### src/rv32i_defines.svh
`ifndef RV32I_DEFINES_SVH
`define RV32I_DEFINES_SVH

// data, address and instruction width
`define RV_XLEN 32

// architectural registers, x0 included
`define RV_NREGS 32

// fetch address after reset
`define RV_RESET_PC 32'h0000_0000

`endif

### src/hw/rv32i_pkg.sv
`include "rv32i_defines.svh"

package rv32i_pkg;

    typedef logic [`RV_XLEN-1:0] rv32i_word;
    typedef logic [$clog2(`RV_NREGS)-1:0] reg_idx_t;

    // major opcodes of the supported subset
    typedef enum logic [6:0] {
        op_lui   = 7'b0110111,
        op_auipc = 7'b0010111,
        op_imm   = 7'b0010011,
        op_reg   = 7'b0110011,
        op_load  = 7'b0000011,
        op_store = 7'b0100011
    } rv32i_opcode;

    typedef enum logic [3:0] {
        alu_add, alu_sub, alu_sll, alu_slt, alu_sltu,
        alu_xor, alu_srl, alu_sra, alu_or, alu_and
    } alu_ops;

    typedef enum logic {op1_rs1, op1_pc} op1_sel_t;

    typedef enum logic [1:0] {op2_i_imm, op2_s_imm, op2_u_imm, op2_rs2} op2_sel_t;

    typedef enum logic [2:0] {wb_alu_out, wb_lb, wb_lh, wb_lw, wb_lbu, wb_lhu} wb_sel_t;

    typedef struct packed {
        rv32i_word  instr;
        alu_ops     alu_op;
        op1_sel_t   op1_sel;
        op2_sel_t   op2_sel;
        wb_sel_t    wb_sel;
        reg_idx_t   dest;
        logic       load_regfile;
        logic       mem_read;
        logic       mem_write;
        // access size for loads and stores
        logic [2:0] funct3;
    } rv32i_control_word;

    // addi x0, x0, 0
    localparam rv32i_word nop_instr = 32'h0000_0013;

    localparam rv32i_control_word ctrl_nop = '{
        instr: nop_instr, alu_op: alu_add, op1_sel: op1_rs1, op2_sel: op2_i_imm,
        wb_sel: wb_alu_out, dest: '0, load_regfile: 1'b0, mem_read: 1'b0,
        mem_write: 1'b0, funct3: 3'b000
    };

endpackage

### src/hw/alu.sv
`timescale 1ns/100ps

module alu import rv32i_pkg::*; (
    input  alu_ops    aluop,
    input  rv32i_word a,
    input  rv32i_word b,
    output rv32i_word f
);
    logic [4:0] shamt;

    assign shamt = b[4:0];

    always_comb begin
        unique case (aluop)
            alu_add:  f = a + b;
            alu_sub:  f = a - b;
            alu_sll:  f = a << shamt;
            // compares give 0 or 1
            alu_slt:  f = rv32i_word'($signed(a) < $signed(b));
            alu_sltu: f = rv32i_word'(a < b);
            alu_xor:  f = a ^ b;
            alu_srl:  f = a >> shamt;
            alu_sra:  f = rv32i_word'($signed(a) >>> shamt);
            alu_or:   f = a | b;
            alu_and:  f = a & b;
            default:  f = a + b;
        endcase
    end

endmodule

### src/hw/control_unit.sv
`timescale 1ns/100ps

module control_unit import rv32i_pkg::*; (
    input  rv32i_word         instr,
    output rv32i_control_word ctrl_word,
    output logic              illegal
);
    rv32i_opcode       opcode;
    logic [2:0]        funct3;
    logic [6:0]        funct7;
    logic              alt;
    rv32i_control_word ctrl;

    assign opcode = rv32i_opcode'(instr[6:0]);
    assign funct3 = instr[14:12];
    assign funct7 = instr[31:25];
    // funct7 marker of sub and sra
    assign alt = (funct7 == 7'b0100000);

    function automatic alu_ops alu_of(input logic [2:0] f3, input logic alt_op);
        case (f3)
            3'b000:  return alt_op ? alu_sub : alu_add;
            3'b001:  return alu_sll;
            3'b010:  return alu_slt;
            3'b011:  return alu_sltu;
            3'b100:  return alu_xor;
            3'b101:  return alt_op ? alu_sra : alu_srl;
            3'b110:  return alu_or;
            default: return alu_and;
        endcase
    endfunction

    always_comb begin
        ctrl = ctrl_nop;
        ctrl.instr = instr;
        ctrl.dest = instr[11:7];
        ctrl.funct3 = funct3;
        illegal = 1'b0;
        case (opcode)
            op_lui, op_auipc: begin
                ctrl.op1_sel = (opcode == op_auipc) ? op1_pc : op1_rs1;
                ctrl.op2_sel = op2_u_imm;
                ctrl.load_regfile = 1'b1;
            end
            op_imm: begin
                ctrl.alu_op = alu_of(funct3, alt && funct3 == 3'b101);
                ctrl.load_regfile = 1'b1;
                // only srai may set a funct7 bit
                if (funct3 == 3'b001 && funct7 != '0)
                    illegal = 1'b1;
                if (funct3 == 3'b101 && funct7 != '0 && !alt)
                    illegal = 1'b1;
            end
            op_reg: begin
                ctrl.alu_op = alu_of(funct3, alt);
                ctrl.op2_sel = op2_rs2;
                ctrl.load_regfile = 1'b1;
                if (funct7 != '0 && !(alt && (funct3 == 3'b000 || funct3 == 3'b101)))
                    illegal = 1'b1;
            end
            op_load: begin
                ctrl.mem_read = 1'b1;
                ctrl.load_regfile = 1'b1;
                case (funct3)
                    3'b000:  ctrl.wb_sel = wb_lb;
                    3'b001:  ctrl.wb_sel = wb_lh;
                    3'b010:  ctrl.wb_sel = wb_lw;
                    3'b100:  ctrl.wb_sel = wb_lbu;
                    3'b101:  ctrl.wb_sel = wb_lhu;
                    default: illegal = 1'b1;
                endcase
            end
            op_store: begin
                ctrl.op2_sel = op2_s_imm;
                ctrl.mem_write = 1'b1;
                if (funct3 > 3'b010)
                    illegal = 1'b1;
            end
            default: illegal = 1'b1;
        endcase
        ctrl_word = illegal ? ctrl_nop : ctrl;
    end

    always_comb begin
        assert (!(ctrl_word.mem_read && ctrl_word.mem_write))
            else $error("decode enabled a load and a store together");
    end

endmodule

### src/hw/datapath.sv
`timescale 1ns/100ps
`include "rv32i_defines.svh"

module datapath import rv32i_pkg::*; (
    input  logic       clk,
    input  logic       rst_n,
    input  rv32i_word  inst_rdata,
    output rv32i_word  inst_addr,
    output logic       inst_read,
    input  rv32i_word  data_rdata,
    output rv32i_word  data_wdata,
    output rv32i_word  data_addr,
    output logic [3:0] data_mbe,
    output logic       data_read,
    output logic       data_write
);
    // fetch and decode
    rv32i_word         pc_q;
    rv32i_word         pc_id;
    rv32i_word         instr_id;
    rv32i_control_word ctrl_id;
    logic              illegal_id;
    reg_idx_t          rs1_idx;
    rv32i_word         rs1_data;
    rv32i_word         rs2_data;
    // execute
    rv32i_control_word ctrl_ex;
    logic              illegal_ex;
    rv32i_word         pc_ex;
    rv32i_word         rs1_ex;
    rv32i_word         rs2_ex;
    rv32i_word         i_imm;
    rv32i_word         s_imm;
    rv32i_word         u_imm;
    rv32i_word         op1;
    rv32i_word         op2;
    rv32i_word         alu_out;
    // memory and writeback
    rv32i_control_word ctrl_mem;
    rv32i_word         alu_mem;
    rv32i_word         rs2_mem;
    rv32i_control_word ctrl_wb;
    rv32i_word         alu_wb;
    rv32i_word         rdata_wb;
    rv32i_word         load_value;
    rv32i_word         wb_value;

    assign inst_read = 1'b1;
    assign inst_addr = pc_q;
    assign data_addr = alu_mem;
    assign data_read = ctrl_mem.mem_read;
    assign data_write = ctrl_mem.mem_write;

    // control state, banks reset to a nop so nothing reaches memory early
    always_ff @(posedge clk or negedge rst_n) begin
        if (!rst_n) begin
            pc_q <= `RV_RESET_PC;
            instr_id <= nop_instr;
            ctrl_ex <= ctrl_nop;
            illegal_ex <= 1'b0;
            ctrl_mem <= ctrl_nop;
            ctrl_wb <= ctrl_nop;
        end else begin
            pc_q <= pc_q + 32'd4;
            instr_id <= inst_rdata;
            ctrl_ex <= ctrl_id;
            illegal_ex <= illegal_id;
            ctrl_mem <= ctrl_ex;
            ctrl_wb <= ctrl_mem;
        end
    end

    always_ff @(posedge clk) begin
        pc_id <= pc_q;
        pc_ex <= pc_id;
        rs1_ex <= rs1_data;
        rs2_ex <= rs2_data;
        alu_mem <= alu_out;
        rs2_mem <= rs2_ex;
        alu_wb <= alu_mem;
        rdata_wb <= data_rdata;
    end

    control_unit u_control (
        .instr     (instr_id),
        .ctrl_word (ctrl_id),
        .illegal   (illegal_id)
    );

    // lui has immediate bits in the rs1 field, read x0 instead
    assign rs1_idx = (ctrl_id.op2_sel == op2_u_imm && ctrl_id.op1_sel == op1_rs1) ?
                     '0 : instr_id[19:15];

    regfile u_regfile (
        .clk     (clk),
        .rst_n   (rst_n),
        .load    (ctrl_wb.load_regfile),
        .wr_data (wb_value),
        .src_a   (rs1_idx),
        .src_b   (instr_id[24:20]),
        .dest    (ctrl_wb.dest),
        .reg_a   (rs1_data),
        .reg_b   (rs2_data)
    );

    assign i_imm = {{20{ctrl_ex.instr[31]}}, ctrl_ex.instr[31:20]};
    assign s_imm = {{20{ctrl_ex.instr[31]}}, ctrl_ex.instr[31:25], ctrl_ex.instr[11:7]};
    assign u_imm = {ctrl_ex.instr[31:12], 12'h000};

    assign op1 = (ctrl_ex.op1_sel == op1_pc) ? pc_ex : rs1_ex;

    always_comb begin
        case (ctrl_ex.op2_sel)
            op2_s_imm: op2 = s_imm;
            op2_u_imm: op2 = u_imm;
            op2_rs2:   op2 = rs2_ex;
            default:   op2 = i_imm;
        endcase
    end

    alu u_alu (
        .aluop (ctrl_ex.alu_op),
        .a     (op1),
        .b     (op2),
        .f     (alu_out)
    );

    // stores are shaped in MEM, loads extended in WB
    mem_align u_mem_align (
        .store_funct3 (ctrl_mem.funct3),
        .addr_lo      (alu_mem[1:0]),
        .store_data   (rs2_mem),
        .wdata        (data_wdata),
        .mbe          (data_mbe),
        .load_funct3  (ctrl_wb.funct3),
        .load_addr_lo (alu_wb[1:0]),
        .rdata        (rdata_wb),
        .load_value   (load_value)
    );

    assign wb_value = (ctrl_wb.wb_sel == wb_alu_out) ? alu_wb : load_value;

    // decode flagged this one a cycle ago
    assert property (@(posedge clk) disable iff (!rst_n) !illegal_ex)
        else $error("illegal instruction reached EX at pc %h", pc_ex);

    assert property (@(posedge clk) disable iff (!rst_n)
        ctrl_mem.mem_write |-> (ctrl_mem.funct3[1:0] == 2'b00) ||
                               (ctrl_mem.funct3[1:0] == 2'b01 && !alu_mem[0]) ||
                               (alu_mem[1:0] == 2'b00))
        else $error("misaligned store to %h", alu_mem);

endmodule

### src/hw/mem_align.sv
`timescale 1ns/100ps

module mem_align import rv32i_pkg::*; (
    input  logic [2:0] store_funct3,
    input  logic [1:0] addr_lo,
    input  rv32i_word  store_data,
    output rv32i_word  wdata,
    output logic [3:0] mbe,
    input  logic [2:0] load_funct3,
    input  logic [1:0] load_addr_lo,
    input  rv32i_word  rdata,
    output rv32i_word  load_value
);
    rv32i_word lane;

    // store side, move the low byte or half up to its lane
    always_comb begin
        case (store_funct3[1:0])
            2'b00: begin
                wdata = rv32i_word'(store_data[7:0]) << {addr_lo, 3'b000};
                mbe = 4'b0001 << addr_lo;
            end
            2'b01: begin
                wdata = rv32i_word'(store_data[15:0]) << {addr_lo[1], 4'b0000};
                mbe = addr_lo[1] ? 4'b1100 : 4'b0011;
            end
            default: begin
                wdata = store_data;
                mbe = 4'b1111;
            end
        endcase
    end

    // load side, bring the addressed lane down to bit 0
    assign lane = rdata >> {load_addr_lo, 3'b000};

    always_comb begin
        case (load_funct3)
            3'b000:  load_value = {{24{lane[7]}}, lane[7:0]};
            3'b001:  load_value = {{16{lane[15]}}, lane[15:0]};
            3'b100:  load_value = {24'h000000, lane[7:0]};
            3'b101:  load_value = {16'h0000, lane[15:0]};
            default: load_value = rdata;
        endcase
    end

endmodule

### src/hw/regfile.sv
`timescale 1ns/100ps
`include "rv32i_defines.svh"

module regfile import rv32i_pkg::*; (
    input  logic      clk,
    input  logic      rst_n,
    input  logic      load,
    input  rv32i_word wr_data,
    input  reg_idx_t  src_a,
    input  reg_idx_t  src_b,
    input  reg_idx_t  dest,
    output rv32i_word reg_a,
    output rv32i_word reg_b
);
    rv32i_word regs [`RV_NREGS];

    always_ff @(posedge clk or negedge rst_n) begin
        if (!rst_n) begin
            for (int i = 0; i < `RV_NREGS; i++)
                regs[i] <= '0;
        end else if (load && dest != '0) begin
            regs[dest] <= wr_data;
        end
    end

    // writeback in the same cycle is seen by decode
    assign reg_a = (src_a == '0) ? '0 :
                   (load && dest == src_a) ? wr_data : regs[src_a];
    assign reg_b = (src_b == '0) ? '0 :
                   (load && dest == src_b) ? wr_data : regs[src_b];

endmodule

### config.mk
export PLATFORM = sky130hd
export DESIGN_NAME = datapath
export DESIGN_NICKNAME = d
export VERILOG_FILES = /design/src/hw/rv32i_pkg.sv /design/src/hw/alu.sv /design/src/hw/control_unit.sv /design/src/hw/datapath.sv /design/src/hw/mem_align.sv /design/src/hw/regfile.sv
export VERILOG_INCLUDE_DIRS = /design/src
export SDC_FILE = /design/constraint.sdc
export NUM_CORES = 2
export LEC_CHECK = 0
export ABC_CLOCK_PERIOD_IN_PS = 4300
export BUFFER_PORTS_ARGS = -buffer_cell sky130_fd_sc_hd__clkbuf_2
export CORE_MARGIN = 10
export CORE_UTILIZATION = 38
export DETAILED_ROUTE_END_ITERATION = 10
export PLACE_DENSITY_LB_ADDON = 0.3
export RECOVER_POWER = 50
export SLEW_MARGIN = 10
export SYNTH_ARGS = -nofsm -noshare
export SYNTH_HDL_FRONTEND = slang
export SYNTH_SLANG_ARGS = --single-unit
### constraint.sdc
create_clock -name clk -period 4.3 [get_ports clk]
set_input_delay 0.86 -clock clk [delete_from_list [all_inputs] [get_ports clk]]
set_output_delay 0.86 -clock clk [all_outputs]
set_load 0.03 [all_outputs]
==> results.json <==
{
  "yosysUniqueCellTypes": 107,
  "grt_pass1_wl_microns": 426000,
  "violations": "max-capacitance violations, max-slew violations",
  "ant_nets": 0,
  "clk_path_buf_depth": 3,
  "ys.flop_type": "dfrtp_1",
  "die_area_sq_mm": 0.211,
  "finalHoldViolations": 0,
  "synth_area_per_cell_sq_um": 9.79,
  "grt-ovfl-total": 0,
  "busiest_layer": "met2",
  "final_common_cell": "nand2_1",
  "dieWidth_microns": 459,
  "grt_util_met1": 0.373,
  "areaGrowthSynthToFinish_pct": 14.0,
  "port_buffers": 165,
  "worstSetupPathType": "flip-flop to flip-flop",
  "hold_class": "primary input to flip-flop",
  "core_sq_mm": 0.192,
  "drive_above_1_share": 0.188,
  "cts_made_buffers": 152,
  "via_per_inst": 6.16,
  "fin_crit_sh": 0.984,
  "grt_pass1_vias": 60000,
  "place_congestion": 1.04,
  "start_util": 0.382,
  "total_power_mw": 31.2,
  "setup_viol": 0,
  "power.density_mw_per_mm2": 373,
  "worstSkewPairLatency_ns": 0.84,
  "pre_cts_ws_ns": -0.0810,
  "tightest_slew_ns": 3.06,
  "placementRows": 161,
  "die_h_microns": 459,
  "cts_root_buf": "clkbuf_16",
  "totalNegativeSetupSlack_ns": 0,
  "crit_path_max_fanout": 8,
  "use_met3": 0.0672,
  "synth_cells": 7496,
  "synthArstFlopShare": 0.820,
  "route.detailed.drc": 0,
  "met2_usage": 0.398,
  "netlist_top_cells_area": "dfrtp_1, mux4_2, o21ai_0, dfxtp_1, nand2_1",
  "drv_cap": 1,
  "yosys_warnings": 0,
  "setup_ws_ns": 0.0693,
  "grtUsageTotal": 0.270,
  "htreeDepth": 4,
  "first_iter_violations": 7851,
  "worstPathArrival_ns": 4.95,
  "rsz0062_at_grt": "no",
  "tritoncts": "built",
  "routedWlPerCell_microns": 28.9,
  "leakage_nw": 35.2,
  "antenna_found_initial": 14,
  "synth_seq_cells": 1402,
  "slew_viol_final": 77,
  "routed_wl_microns": 292000,
  "skew_ns": 0.0503,
  "timing.hold.ws_ns": 0.125,
  "cp-end-kind": "flip-flop",
  "ir_worst_vdd_v": 0.000430,
  "worstSetupStartpointType": "flip-flop",
  "firstDrtPassIters": 9,
  "critPathRequiredTime_ns": 5.02,
  "synth_top_area_cell": "dfrtp_1",
  "clkTransAtPathRegs_ns": 0.07,
  "vias": 62400,
  "clock-sinks": 1402,
  "outcome": "complete, but fails checks",
  "max_freq_ghz": 0.236,
  "layout_common_cells": "nand2_1, o21ai_0, dfrtp_1, nor2_1, mux4_2",
  "netlist_area_sq_mm": 0.0734,
  "ys_seq_area_frac": 0.461,
  "grt_start_max_net_pins": 82,
  "num_io_pins": 169,
  "yosys.area.top_type_share": 0.391,
  "dpl.hpwl_microns": 194000,
  "min_period_ns": 4.23,
  "maxSlewHeadroom": -1.04,
  "synth_edf_count": 0,
  "design.final.nets": 7632
}
## report_power, final
| part | total (mW) | internal [mW] | leakage [nW] | switching (mW) |
|---|---|---|---|---|
| sequential | 13.7 | 13.4 | 18.0 | 0.299 |
| clock | 13.9 | 8.06 | 2.57 | 5.82 |
| combinational | 3.69 | 1.12 | 14.6 | 2.57 |
| total | 31.2 | 22.5 | 35.2 | 8.69 |
## state kept, by name (all words and copies together), names as in the netlist
name,count
data_read,1
ctrl_mem,12
data_addr,32
pc_id,30
inst_addr,30
ctrl_wb,12
rs2_mem,32
pc_ex,30
rs2_ex,32
alu_wb,32
rdata_wb,32
u_regfile.regs,1024
rs1_ex,32
data_write,1
instr_id,32
ctrl_ex,38
## cells in the mapped netlist (8+ instances only)
cell type,n
nand2_1,1327
o21ai_0,1263
dfrtp_1,1147
clkbuf_1,568
nor2_1,415
mux4_2,389
a21oi_1,330
mux2i_1,260
dfxtp_1,252
o22ai_1,247
mux2_2,124
inv_1,100
ha_1,98
o211ai_1,93
nand3_1,74
buf_2,62
buf_1,61
and2_1,44
o221ai_1,43
nor3_1,38
a221oi_1,35
nand2b_1,35
a21o_1,33
xnor2_1,31
a211oi_1,25
nor2b_1,25
a31oi_1,24
xor2_1,21
a221o_1,20
o21ai_1,16
a22o_1,15
nand4_1,15
o21bai_1,13
buf_4,12
inv_2,11
a21boi_0,10
and3_1,10
o31ai_1,10
a222oi_1,9
buf_6,9
or3_1,9
a21boi_1,8
nor4_1,8
o2111ai_1,8
o21a_1,8
## routing by layer
layer / vias up / wire (microns)
met3: 746 / 30900
met5: - / 56
li1: 26900 / -
met2: 3513 / 126000
met4: 8 / 15000
met1: 31200 / 120000
## path summary, 6_finish.rpt
check	startpoint	end	slack [ns]	depth (start not counted)
setup reg to reg	ctrl_ex[14]	data_addr[28]	0.07	17
hold reg to reg	pc_id[6]	pc_ex[6]	0.33	0
max in group asynchronous	rst_n	u_regfile.regs[209]	0.39	3
hold / removal	data_rdata[14]	rdata_wb[14]	0.12	1
setup / recovery	ctrl_ex[14]	data_addr[28]	0.07	17
min in group asynchronous	rst_n	u_regfile.regs[45]	1.07	1
## worst max-delay path, cell delays in order (launching register included)
cell and delay, ns:
dfrtp_2 0.48, buf_4 0.17, nand3_1 0.14, o21ai_4 0.14, ha_1 0.22, inv_1 0.07
fa_1 0.47, nand2b_1 0.22, a221oi_4 0.32, o21ai_2 0.16, a31o_2 0.26, a21o_2 0.23
o211ai_1 0.25, buf_4 0.17, a31o_2 0.19, a41o_1 0.22, o41ai_2 0.08, a221o_1 0.35
## cell type report
class / instances / area (sq um)
clock inverters: 63 / 836
clock buffers: 218 / 4410
fillers: 18300 / 109000
inverters: 113 / 424
well taps: 2526 / 3160
multi-input cells: 5270 / 36900
repair buffers: 527 / 4060
diodes: 3 / 7.51
flip-flops and latches: 1402 / 33900
## metrics by stage
stage | instances | area, sq um | utilization
final | 10100 | 83600 | 0.435
after global routing | 10100 | 83600 | 0.435
after CTS | 10100 | 83700 | 0.436
after detailed placement | 9834 | 78500 | 0.408
after global placement | 9834 | 78500 | 0.408
after floorplan | 7497 | 73400 | -
## kinds of logic (layout without fill, tap and decap cells)
kind of cell             Yosys count  in the layout  synth area share
AO/OA/AOI/OAI                   2297           2297             0.182
AND/OR/NAND/NOR                 2036           2036             0.113
flip-flops                      1402           1402             0.461
buffers and inverters            825            921            0.0448
multiplexers                     782            782             0.176
adder cells (fa/ha/maj)          100            100            0.0173
XOR/XNOR                          52             52           0.00621
other                              2              6          0.000102
## repair_timing
item	CTS	global route
buffers inserted	0	4
endpoints found under the hold margin	0	0
resized for setup	4	12
endpoints found under the setup margin	4	6
pin swaps	0	1
hold buffers	0	0
Note: power is estimated with default switching activity, not from simulation.
